===== src/verilog/wl_pkg.sv =====
package wl_pkg;

    // Array and tile geometry
    localparam int VECTOR_WIDTH        = 4;   // Input channels per vector / per ROM word
    localparam int KERNEL_SIZE         = 4;   // Kernel rows and columns
    localparam int SA_N                = 4;   // Systolic array columns
    localparam int TILE_POSITIONS      = 16;  // Row-major, pos = row*4 + col
    localparam int WEIGHT_PHASE_CYCLES = 4;   // Weight run length per column
    localparam int ZERO_PHASE_CYCLES   = 3;   // Zero gap after each run

    // Network layer table
    localparam int NUM_LAYERS = 6;
    localparam int CONV_IN_C  [NUM_LAYERS] = '{1, 8, 16, 32, 256, 64};
    localparam int CONV_OUT_C [NUM_LAYERS] = '{8, 16, 32, 64, 64, 10};

    localparam int ROM_ADDR_BITS = 15;  // Whole network is 19744 words
    localparam int LAYER_BITS    = 3;
    localparam int OUT_CH_BITS   = 6;
    localparam int GROUP_BITS    = 7;   // Up to 64 groups (layer 4)

    typedef logic signed [7:0] int8_t;
    typedef int8_t [VECTOR_WIDTH-1:0] weight_vec_t;  // Element k is channel k of the group

    typedef enum logic [1:0] {
        MAIN_IDLE,
        MAIN_LOAD,    // Issuing the four row reads of one group
        MAIN_STREAM,  // Columns draining the buffered tile
        MAIN_DONE
    } main_state_t;

    typedef enum logic [2:0] {
        COL_IDLE,
        COL_DELAY,   // Skew before the first weight
        COL_WEIGHT,
        COL_ZERO,
        COL_DONE
    } col_state_t;

    // Groups of four input channels, rounded up
    function automatic logic [GROUP_BITS-1:0] layer_groups(input int layer);
        return GROUP_BITS'((CONV_IN_C[layer] + VECTOR_WIDTH - 1) / VECTOR_WIDTH);
    endfunction

    // First ROM word of a layer, four words per channel group and output channel
    function automatic logic [ROM_ADDR_BITS-1:0] layer_base(input int layer);
        logic [ROM_ADDR_BITS-1:0] base;
        base = '0;
        for (int i = 0; i < NUM_LAYERS; i++) begin
            if (i < layer)
                base = base + ROM_ADDR_BITS'(CONV_OUT_C[i] * int'(layer_groups(i)) * KERNEL_SIZE);
        end
        return base;
    endfunction

endpackage

===== src/verilog/column_streamer.sv =====
module column_streamer #(
    parameter int COL_IDX = 0  // Column number, also its skew in cycles
) (
    input  logic                                    clk,
    input  logic                                    reset,
    input  logic                                    stall,
    input  logic                                    stream_go,
    input  wl_pkg::weight_vec_t                     rd_vec,    // Buffer data at rd_pos
    output logic [$clog2(wl_pkg::TILE_POSITIONS)-1:0] rd_pos,
    output wl_pkg::weight_vec_t                     b,
    output logic                                    col_done
);
    import wl_pkg::*;

    col_state_t                        state;
    logic [1:0]                        delay_cnt;
    logic [2:0]                        phase_cnt;  // Cycle within a weight or zero phase
    logic [$clog2(TILE_POSITIONS)-1:0] pos;        // Wraps to 0 after the 16th weight

    assign rd_pos   = pos;
    assign col_done = (state == COL_DONE);
    assign b        = (state == COL_WEIGHT) ? rd_vec : '0;  // Zero outside weight runs

    always_ff @(posedge clk) begin
        if (reset) begin
            state     <= COL_IDLE;
            delay_cnt <= '0;
            phase_cnt <= '0;
            pos       <= '0;
        end else if (!stall) begin
            case (state)
                COL_IDLE, COL_DONE: begin
                    if (stream_go) begin
                        delay_cnt <= '0;
                        phase_cnt <= '0;
                        pos       <= '0;
                        state     <= (COL_IDX == 0) ? COL_WEIGHT : COL_DELAY;
                    end
                end
                COL_DELAY: begin
                    delay_cnt <= delay_cnt + 1'b1;
                    if (delay_cnt == 2'(COL_IDX - 1))
                        state <= COL_WEIGHT;
                end
                COL_WEIGHT: begin
                    pos <= pos + 1'b1;
                    if (phase_cnt == 3'(WEIGHT_PHASE_CYCLES - 1)) begin
                        phase_cnt <= '0;
                        state     <= COL_ZERO;
                    end else begin
                        phase_cnt <= phase_cnt + 1'b1;
                    end
                end
                COL_ZERO: begin
                    if (phase_cnt == 3'(ZERO_PHASE_CYCLES - 1)) begin
                        phase_cnt <= '0;
                        // pos back at 0 means all 16 positions went out
                        state     <= (pos == '0) ? COL_DONE : COL_WEIGHT;
                    end else begin
                        phase_cnt <= phase_cnt + 1'b1;
                    end
                end
                default: state <= COL_IDLE;
            endcase
        end
    end

    // Runs are exactly 4 long, gaps exactly 3
    a_phase_bounds: assert property (
        @(posedge clk) disable iff (reset)
        !((state == COL_WEIGHT && phase_cnt >= 3'(WEIGHT_PHASE_CYCLES)) ||
          (state == COL_ZERO   && phase_cnt >= 3'(ZERO_PHASE_CYCLES)))
    );

endmodule


===== src/verilog/load_sequencer.sv =====
module load_sequencer (
    input  logic                             clk,
    input  logic                             reset,
    input  logic                             start,       // Taken in MAIN_IDLE or MAIN_DONE
    input  logic                             stall,
    input  logic [wl_pkg::LAYER_BITS-1:0]    layer_idx,
    input  logic [wl_pkg::OUT_CH_BITS-1:0]   out_ch_idx,
    input  logic [wl_pkg::SA_N-1:0]          col_done,    // One level per column streamer
    output logic                             rom_read_enable,
    output logic [wl_pkg::ROM_ADDR_BITS-1:0] rom_addr,
    output logic                             group_start, // First read of a group
    output logic                             stream_go,   // Kicks all columns
    output logic                             idle,
    output logic                             load_complete
);
    import wl_pkg::*;

    main_state_t                    state;
    logic [$clog2(KERNEL_SIZE)-1:0] row_cnt;     // Reads issued in this group
    logic [GROUP_BITS-1:0]          group_cnt;
    logic [GROUP_BITS-1:0]          num_groups;
    logic                           go_pending;  // First MAIN_STREAM cycle not yet taken
    logic                           all_done;
    logic [ROM_ADDR_BITS-1:0]       tile_idx;    // Tile number inside the layer

    assign num_groups = layer_groups(int'(layer_idx));
    assign all_done   = &col_done;

    // Every unstalled MAIN_LOAD cycle issues a read, so row_cnt tracks issued reads
    assign rom_read_enable = (state == MAIN_LOAD) && !stall;
    assign group_start     = rom_read_enable && (row_cnt == '0);
    assign stream_go       = (state == MAIN_STREAM) && go_pending;
    assign idle            = (state == MAIN_IDLE) || (state == MAIN_DONE);
    assign load_complete   = (state == MAIN_DONE);

    // base + (out_ch * groups + group) * 4 + row
    always_comb begin
        tile_idx = ROM_ADDR_BITS'(out_ch_idx) * ROM_ADDR_BITS'(num_groups)
                 + ROM_ADDR_BITS'(group_cnt);
        rom_addr = layer_base(int'(layer_idx))
                 + tile_idx * ROM_ADDR_BITS'(KERNEL_SIZE)
                 + ROM_ADDR_BITS'(row_cnt);
    end

    always_ff @(posedge clk) begin
        if (reset) begin
            state      <= MAIN_IDLE;
            row_cnt    <= '0;
            group_cnt  <= '0;
            go_pending <= 1'b0;
        end else if (!stall) begin  // Everything freezes on stall
            case (state)
                MAIN_IDLE, MAIN_DONE: begin
                    if (start) begin
                        state     <= MAIN_LOAD;
                        row_cnt   <= '0;
                        group_cnt <= '0;
                    end
                end
                MAIN_LOAD: begin
                    row_cnt <= row_cnt + 1'b1;  // Wraps to 0 after the last row
                    if (int'(row_cnt) == KERNEL_SIZE - 1) begin
                        state      <= MAIN_STREAM;
                        go_pending <= 1'b1;
                    end
                end
                MAIN_STREAM: begin
                    go_pending <= 1'b0;
                    // col_done is stale on the stream_go cycle, columns still in COL_DONE
                    if (!go_pending && all_done) begin
                        if (group_cnt == num_groups - 1'b1) begin
                            state <= MAIN_DONE;
                        end else begin
                            group_cnt <= group_cnt + 1'b1;
                            state     <= MAIN_LOAD;
                        end
                    end
                end
                default: state <= MAIN_IDLE;
            endcase
        end
    end

    // No ROM traffic outside an active load
    a_no_read_when_idle: assert property (
        @(posedge clk) disable iff (reset)
        (state == MAIN_IDLE || state == MAIN_DONE) |-> !rom_read_enable
    );

    // Group counter stays inside the selected layer while working
    a_group_in_range: assert property (
        @(posedge clk) disable iff (reset)
        (state == MAIN_LOAD || state == MAIN_STREAM) |-> (group_cnt < num_groups)
    );

endmodule


===== src/verilog/weight_loader.sv =====
module weight_loader (
    input  logic                             clk,
    input  logic                             reset,
    input  logic                             start,
    input  logic                             stall,
    input  logic [wl_pkg::LAYER_BITS-1:0]    layer_idx,   // Held from start to load_complete
    input  logic [wl_pkg::OUT_CH_BITS-1:0]   out_ch_idx,
    output logic                             rom_read_enable,
    output logic [wl_pkg::ROM_ADDR_BITS-1:0] rom_addr,
    input  logic [31:0]                      rom_data0,
    input  logic [31:0]                      rom_data1,
    input  logic [31:0]                      rom_data2,
    input  logic [31:0]                      rom_data3,
    output wl_pkg::weight_vec_t              b0,          // Array column 0
    output wl_pkg::weight_vec_t              b1,
    output wl_pkg::weight_vec_t              b2,
    output wl_pkg::weight_vec_t              b3,
    output logic                             idle,
    output logic                             load_complete
);
    import wl_pkg::*;

    logic                              group_start;
    logic                              stream_go;
    logic [SA_N-1:0]                   col_done;
    logic [$clog2(TILE_POSITIONS)-1:0] rd_pos [SA_N];
    weight_vec_t                       rd_vec [SA_N];
    weight_vec_t                       b_col  [SA_N];

    load_sequencer i_sequencer (
        .clk, .reset, .start, .stall, .layer_idx, .out_ch_idx, .col_done,
        .rom_read_enable, .rom_addr, .group_start, .stream_go, .idle, .load_complete
    );

    weight_tile_buffer i_buffer (
        .clk, .reset, .rom_read_enable, .group_start,
        .rom_data0, .rom_data1, .rom_data2, .rom_data3,
        .rd_pos0(rd_pos[0]), .rd_pos1(rd_pos[1]), .rd_pos2(rd_pos[2]), .rd_pos3(rd_pos[3]),
        .rd_vec0(rd_vec[0]), .rd_vec1(rd_vec[1]), .rd_vec2(rd_vec[2]), .rd_vec3(rd_vec[3])
    );

    // Column c is skewed by c cycles
    for (genvar c = 0; c < SA_N; c++) begin : g_col
        column_streamer #(.COL_IDX(c)) i_col (
            .clk, .reset, .stall, .stream_go,
            .rd_vec   (rd_vec[c]),
            .rd_pos   (rd_pos[c]),
            .b        (b_col[c]),
            .col_done (col_done[c])
        );
    end

    assign b0 = b_col[0];
    assign b1 = b_col[1];
    assign b2 = b_col[2];
    assign b3 = b_col[3];

endmodule


===== src/verilog/weight_tile_buffer.sv =====
module weight_tile_buffer (
    input  logic                                    clk,
    input  logic                                    reset,
    input  logic                                    rom_read_enable,
    input  logic                                    group_start,   // Rewinds the write row
    input  logic [31:0]                             rom_data0,     // Kernel column 3
    input  logic [31:0]                             rom_data1,     // Kernel column 2
    input  logic [31:0]                             rom_data2,     // Kernel column 1
    input  logic [31:0]                             rom_data3,     // Kernel column 0
    input  logic [$clog2(wl_pkg::TILE_POSITIONS)-1:0] rd_pos0,
    input  logic [$clog2(wl_pkg::TILE_POSITIONS)-1:0] rd_pos1,
    input  logic [$clog2(wl_pkg::TILE_POSITIONS)-1:0] rd_pos2,
    input  logic [$clog2(wl_pkg::TILE_POSITIONS)-1:0] rd_pos3,
    output wl_pkg::weight_vec_t                     rd_vec0,
    output wl_pkg::weight_vec_t                     rd_vec1,
    output wl_pkg::weight_vec_t                     rd_vec2,
    output wl_pkg::weight_vec_t                     rd_vec3
);
    import wl_pkg::*;

    logic                                data_valid;  // ROM word arrives this cycle
    logic [2:0]                          wr_row;      // Bit 2 only flags an overrun
    logic [$clog2(TILE_POSITIONS)-1:0]   wr_base;
    weight_vec_t                         tile_mem [TILE_POSITIONS];

    // Channel 0 sits in the top byte of a ROM word
    function automatic weight_vec_t word_to_vec(input logic [31:0] word);
        weight_vec_t v;
        for (int k = 0; k < VECTOR_WIDTH; k++)
            v[k] = word[8*(VECTOR_WIDTH-k)-1 -: 8];
        return v;
    endfunction

    always_ff @(posedge clk) begin
        if (reset) begin
            data_valid <= 1'b0;
            wr_row     <= '0;
        end else begin
            data_valid <= rom_read_enable;  // Fixed one-cycle ROM latency, stall or not
            if (group_start)
                wr_row <= '0;
            else if (data_valid)
                wr_row <= wr_row + 1'b1;
        end
    end

    assign wr_base = {wr_row[1:0], 2'b00};  // row * 4

    // One ROM word fills a whole kernel row
    always_ff @(posedge clk) begin
        if (data_valid) begin
            tile_mem[wr_base]        <= word_to_vec(rom_data3);
            tile_mem[wr_base + 4'd1] <= word_to_vec(rom_data2);
            tile_mem[wr_base + 4'd2] <= word_to_vec(rom_data1);
            tile_mem[wr_base + 4'd3] <= word_to_vec(rom_data0);
        end
    end

    assign rd_vec0 = tile_mem[rd_pos0];
    assign rd_vec1 = tile_mem[rd_pos1];
    assign rd_vec2 = tile_mem[rd_pos2];
    assign rd_vec3 = tile_mem[rd_pos3];

    // At most four rows land per group
    a_four_writes_per_group: assert property (
        @(posedge clk) disable iff (reset)
        data_valid |-> (wr_row < 3'd4)
    );

endmodule


===== config.mk =====
export PLATFORM = sky130hd
export DESIGN_NAME = weight_loader
export DESIGN_NICKNAME = d
export VERILOG_FILES = /design/src/verilog/wl_pkg.sv /design/src/verilog/column_streamer.sv /design/src/verilog/load_sequencer.sv /design/src/verilog/weight_loader.sv /design/src/verilog/weight_tile_buffer.sv
export SDC_FILE = /design/constraint.sdc
export NUM_CORES = 1
export LEC_CHECK = 0
export BUFFER_PORTS_ARGS = -buffer_cell sky130_fd_sc_hd__buf_2
export CAP_MARGIN = 20
export CORE_ASPECT_RATIO = 0.7
export CORE_MARGIN = 2
export CORE_UTILIZATION = 46
export CTS_BUF_LIST = sky130_fd_sc_hd__clkbuf_16
export CTS_CLUSTER_DIAMETER = 200
export CTS_CLUSTER_SIZE = 20
export DETAILED_ROUTE_END_ITERATION = 10
export GPL_ROUTABILITY_DRIVEN = 0
export GPL_TIMING_DRIVEN = 0
export HOLD_SLACK_MARGIN = 0.15
export MAX_ROUTING_LAYER = met4
export PLACE_DENSITY = 0.64
export SKIP_LAST_GASP = 1
export SYNTH_ARGS = -nofsm -noshare
export SYNTH_HDL_FRONTEND = slang
export SYNTH_SLANG_ARGS = --single-unit

===== constraint.sdc =====
create_clock -name clk -period 16.9 [get_ports clk]
set_clock_uncertainty 0.2 [all_clocks]
set_input_delay 3.38 -clock clk [delete_from_list [all_inputs] [get_ports clk]]
set_output_delay 3.38 -clock clk [all_outputs]
set_load 0.03 [all_outputs]

==> flow_summary.ini <==
[grt]
top_usage_layer = met2
grt_pass1_wl_microns = 181000
grt_max_degree = 60
grt-ovfl-total = 0
antenna_found_initial = 13
grt_use_met3_pct = 9.24
grt_use_met1_pct = 41.1
grtUsageMet2_pct = 45.3
track_usage_pct = 31.1
grt_pass1_vias = 25582

[floorplan]
die_w_microns = 345
placementRows = 87
io_pins = 287
die_h_microns = 243
die_area_sq_um = 83900
start_util_pct = 46.5
core-area_sq_um = 80700

[worst_hold_path]
hp-class = reg2reg

[timing]
final_hold_viol_count = 0
holdWs_ns = 0.280
finalCritPeriodShare_pct = 77.9
fmax_ghz = 0.0759
slew_headroom_pct = 15.8
setup_viol = 0
slew_violations = 0
rsz0062_at_grt = false
setup_tns_ns = 0
period_needed_ns = 13.17
tightest_slew_ns = 1.26
fin_ws_ns = 3.73

[route]
drt-wirelength-per-cell_microns = 35.0
num_vias = 26004
drt_iter0_drc = 4110
wl_microns = 127000
ant_nets = 0
drc = 0
via_per_inst = 7.15
drt_pass1_iterations = 5

[power]
irDropWorstVdd_uv = 63.9
power_mw = 2.64
total_leakage_power_nw = 13.3
cellPowerDensity_nw_per_um2 = 63.3

[synthesis]
synth_mux_area_share_pct = 38.9
syn_area_sq_um = 37500
synth_warnings = 0
avgSynthCellArea_sq_um = 17.1
async_flop_share_pct = 0
synth_xor_xnor_area_share_pct = 0.607
synth_enable_flop_cells = 512
synth_top_family_by_area = multiplexers
synth_simple_gate_area_share_pct = 5.86
ys_seq_area_share_pct = 45.2
yosysUniqueCellTypes = 65
synth-seq-cells = 591
synth-main-ff-cell = edfxtp_1
netlist_instances = 2199
synth_fa_ha_area_share_pct = 3.93
syn_nets = 2446
synth_compound_area_share_pct = 2.70

[clock_tree]
hold_buffers = 0
htree_levels = 2
cts_resized = 0
clockRootBuffer = clkbuf_16
numCtsBuffers = 35
clkTransAtPathRegs_ns = 0.10
cts_buffer_depth = 3
cts_tree = built
post-cts-setup-buffers = 0
clock_latency_ns = 0.58
cts.sink_count = 591

[place]
preCtsSetupSlack_ns = 3.80
hpwl_microns = 88500
portBuffers = 284
placed_cell_area_sq_um = 40700

[finish]
mostFrequentLayoutCell = mux4_2
stdcell_area_sq_um = 41700
drive_gt1_share_pct = 41.6
fin_nets = 2791
area_growth_pct = 11.2
layout_common_cells = mux4_2 (640), edfxtp_1 (512), buf_2 (339)
num-fill-cells = 6481

[setup_path]
cp.required_ns = 13.32
path_cells = buf_2 -> clkbuf_1 -> nor3_1 -> nand2_1 -> fa_1 -> fa_1 -> inv_1 -> fa_1 -> inv_1 -> fa_1 -> inv_1 -> ha_1 -> o21ai_0 -> o21bai_1 -> a21oi_1 -> xnor2_1 -> ha_1 -> nand4_1 -> nor2_1 -> mux2_2 -> o41ai_1 -> a211oi_1 -> xnor2_1 -> buf_2
end_kind = output pin
crit_fanout = 10
critPathMaxStageDelay_ns = 0.69
startpoint_type = primary input
critPathBufInv = 6
cpLargestDelayFamily = adder cells
cpMaxStageDelayCell = nor3_1
cp_common_cell = fa_1
crit_arrival_ns = 9.59
crit_type = in2out

[outcome]
status = complete, no violations

[job]
max_cap_viol_count = 0
[metrics by stage]
| stage | instances | util, % |
|---|---|---|
| 3_5_place_dp | 3571 | 50.4 |
| 3_3_place_gp | 3551 | 49.9 |
| 5_1_grt | 3630 | 51.7 |
| 6_report | 3637 | 51.7 |
| 4_1_cts | 3615 | 51.6 |
| 2_1_floorplan | 2199 | - |
[worst register-to-register path, delay by kind of cell, from the launching register on]
family / cells / cell delay (ns)
flops: 1 / 0.36
fa+ha+maj: 1 / 0.23
buf+inv: 1 / 0.07
compound gates: 2 / 1.07
simple gates: 3 / 0.61
xor+xnor: 1 / 0.16
[cell families after synthesis]
logic type               count (synthesis)
buffers and inverters                  260
XOR/XNOR                                26
AO/OA/AOI/OAI                          150
flip-flops                             591
multiplexers                           658
AND/OR/NAND/NOR                        408
adder cells (fa/ha/maj)                106
[area by class of cell]
class	count	area (sq um)	area share [%]
diodes	18	45.0	0.108
plain buffers	183	763	1.83
clock buffers	36	901	2.16
clock inverters	8	55.1	0.132
inverters	77	289	0.693
multi-input cells	1348	19500	46.8
flip-flops and latches	591	17000	40.6
well taps	1068	1340	3.20
repair buffers	308	1860	4.46
[per-layer routing]
layer  routed length, microns  vias to the layer above
met5                        0                        -
met4                     5320                        0
met3                    17400                      389
met2                    58100                     2252
met1                    46400                    13390
li1                         -                     9973
[cells in the mapped netlist, drive strengths merged, types with 7 or more instances]
cell    instances  area [sq um]
mux4          640         14400
edfxtp        512         15400
clkbuf        114           428
nor2b         108           676
ha             86          1080
nor2           84           315
dfxtp          79          1580
inv            76           285
buf            69           335
and2           56           350
nand2          49           184
a21oi          48           240
nor3           35           175
o21ai          21           105
fa             20           400
and3           19           119
a211oi         15           113
xor2           15           131
mux2i          14           140
nand2b         13          81.3
a21o           12          90.1
nand3          11          55.1
xnor2          11          96.3
a22oi           8          60.1
nand4           7          43.8
[power by group]
group	internal [mW]	switching, mW
sequential	1.59	0.00777
clock	0.387	0.501
combinational	0.0595	0.0961
total	2.04	0.605
[registers in the layout (all words and copies together), names as in the netlist, named ones only]
name                    cells
i_sequencer.row_cnt         2
g_col.i_col.state          12
g_col.i_col.phase_cnt      12
i_sequencer.group_cnt       7
g_col.i_col.delay_cnt       8
i_sequencer.state           2
g_col.i_col.rd_pos         16
i_sequencer.go_pending      1
i_buffer.wr_row             2
i_buffer.data_valid         1
i_buffer.tile_mem         512
[worst paths after layout]
kind / slack, ns / cells past startpoint / end / start
hold / removal: 0.28 / 2 / g_col[1].i_col.delay_cnt[0]$_SDFFE_PP0P_ / g_col[1].i_col.delay_cnt[0]$_SDFFE_PP0P_
setup / recovery: 3.73 / 24 / rom_addr[14] / layer_idx[2]
hold reg to reg: 0.28 / 2 / g_col[1].i_col.delay_cnt[0]$_SDFFE_PP0P_ / g_col[1].i_col.delay_cnt[0]$_SDFFE_PP0P_
setup reg to reg: 14.05 / 8 / flop / i_sequencer.state[0]$_SDFFE_PP0P_
Power figures use the tool's default switching activity.
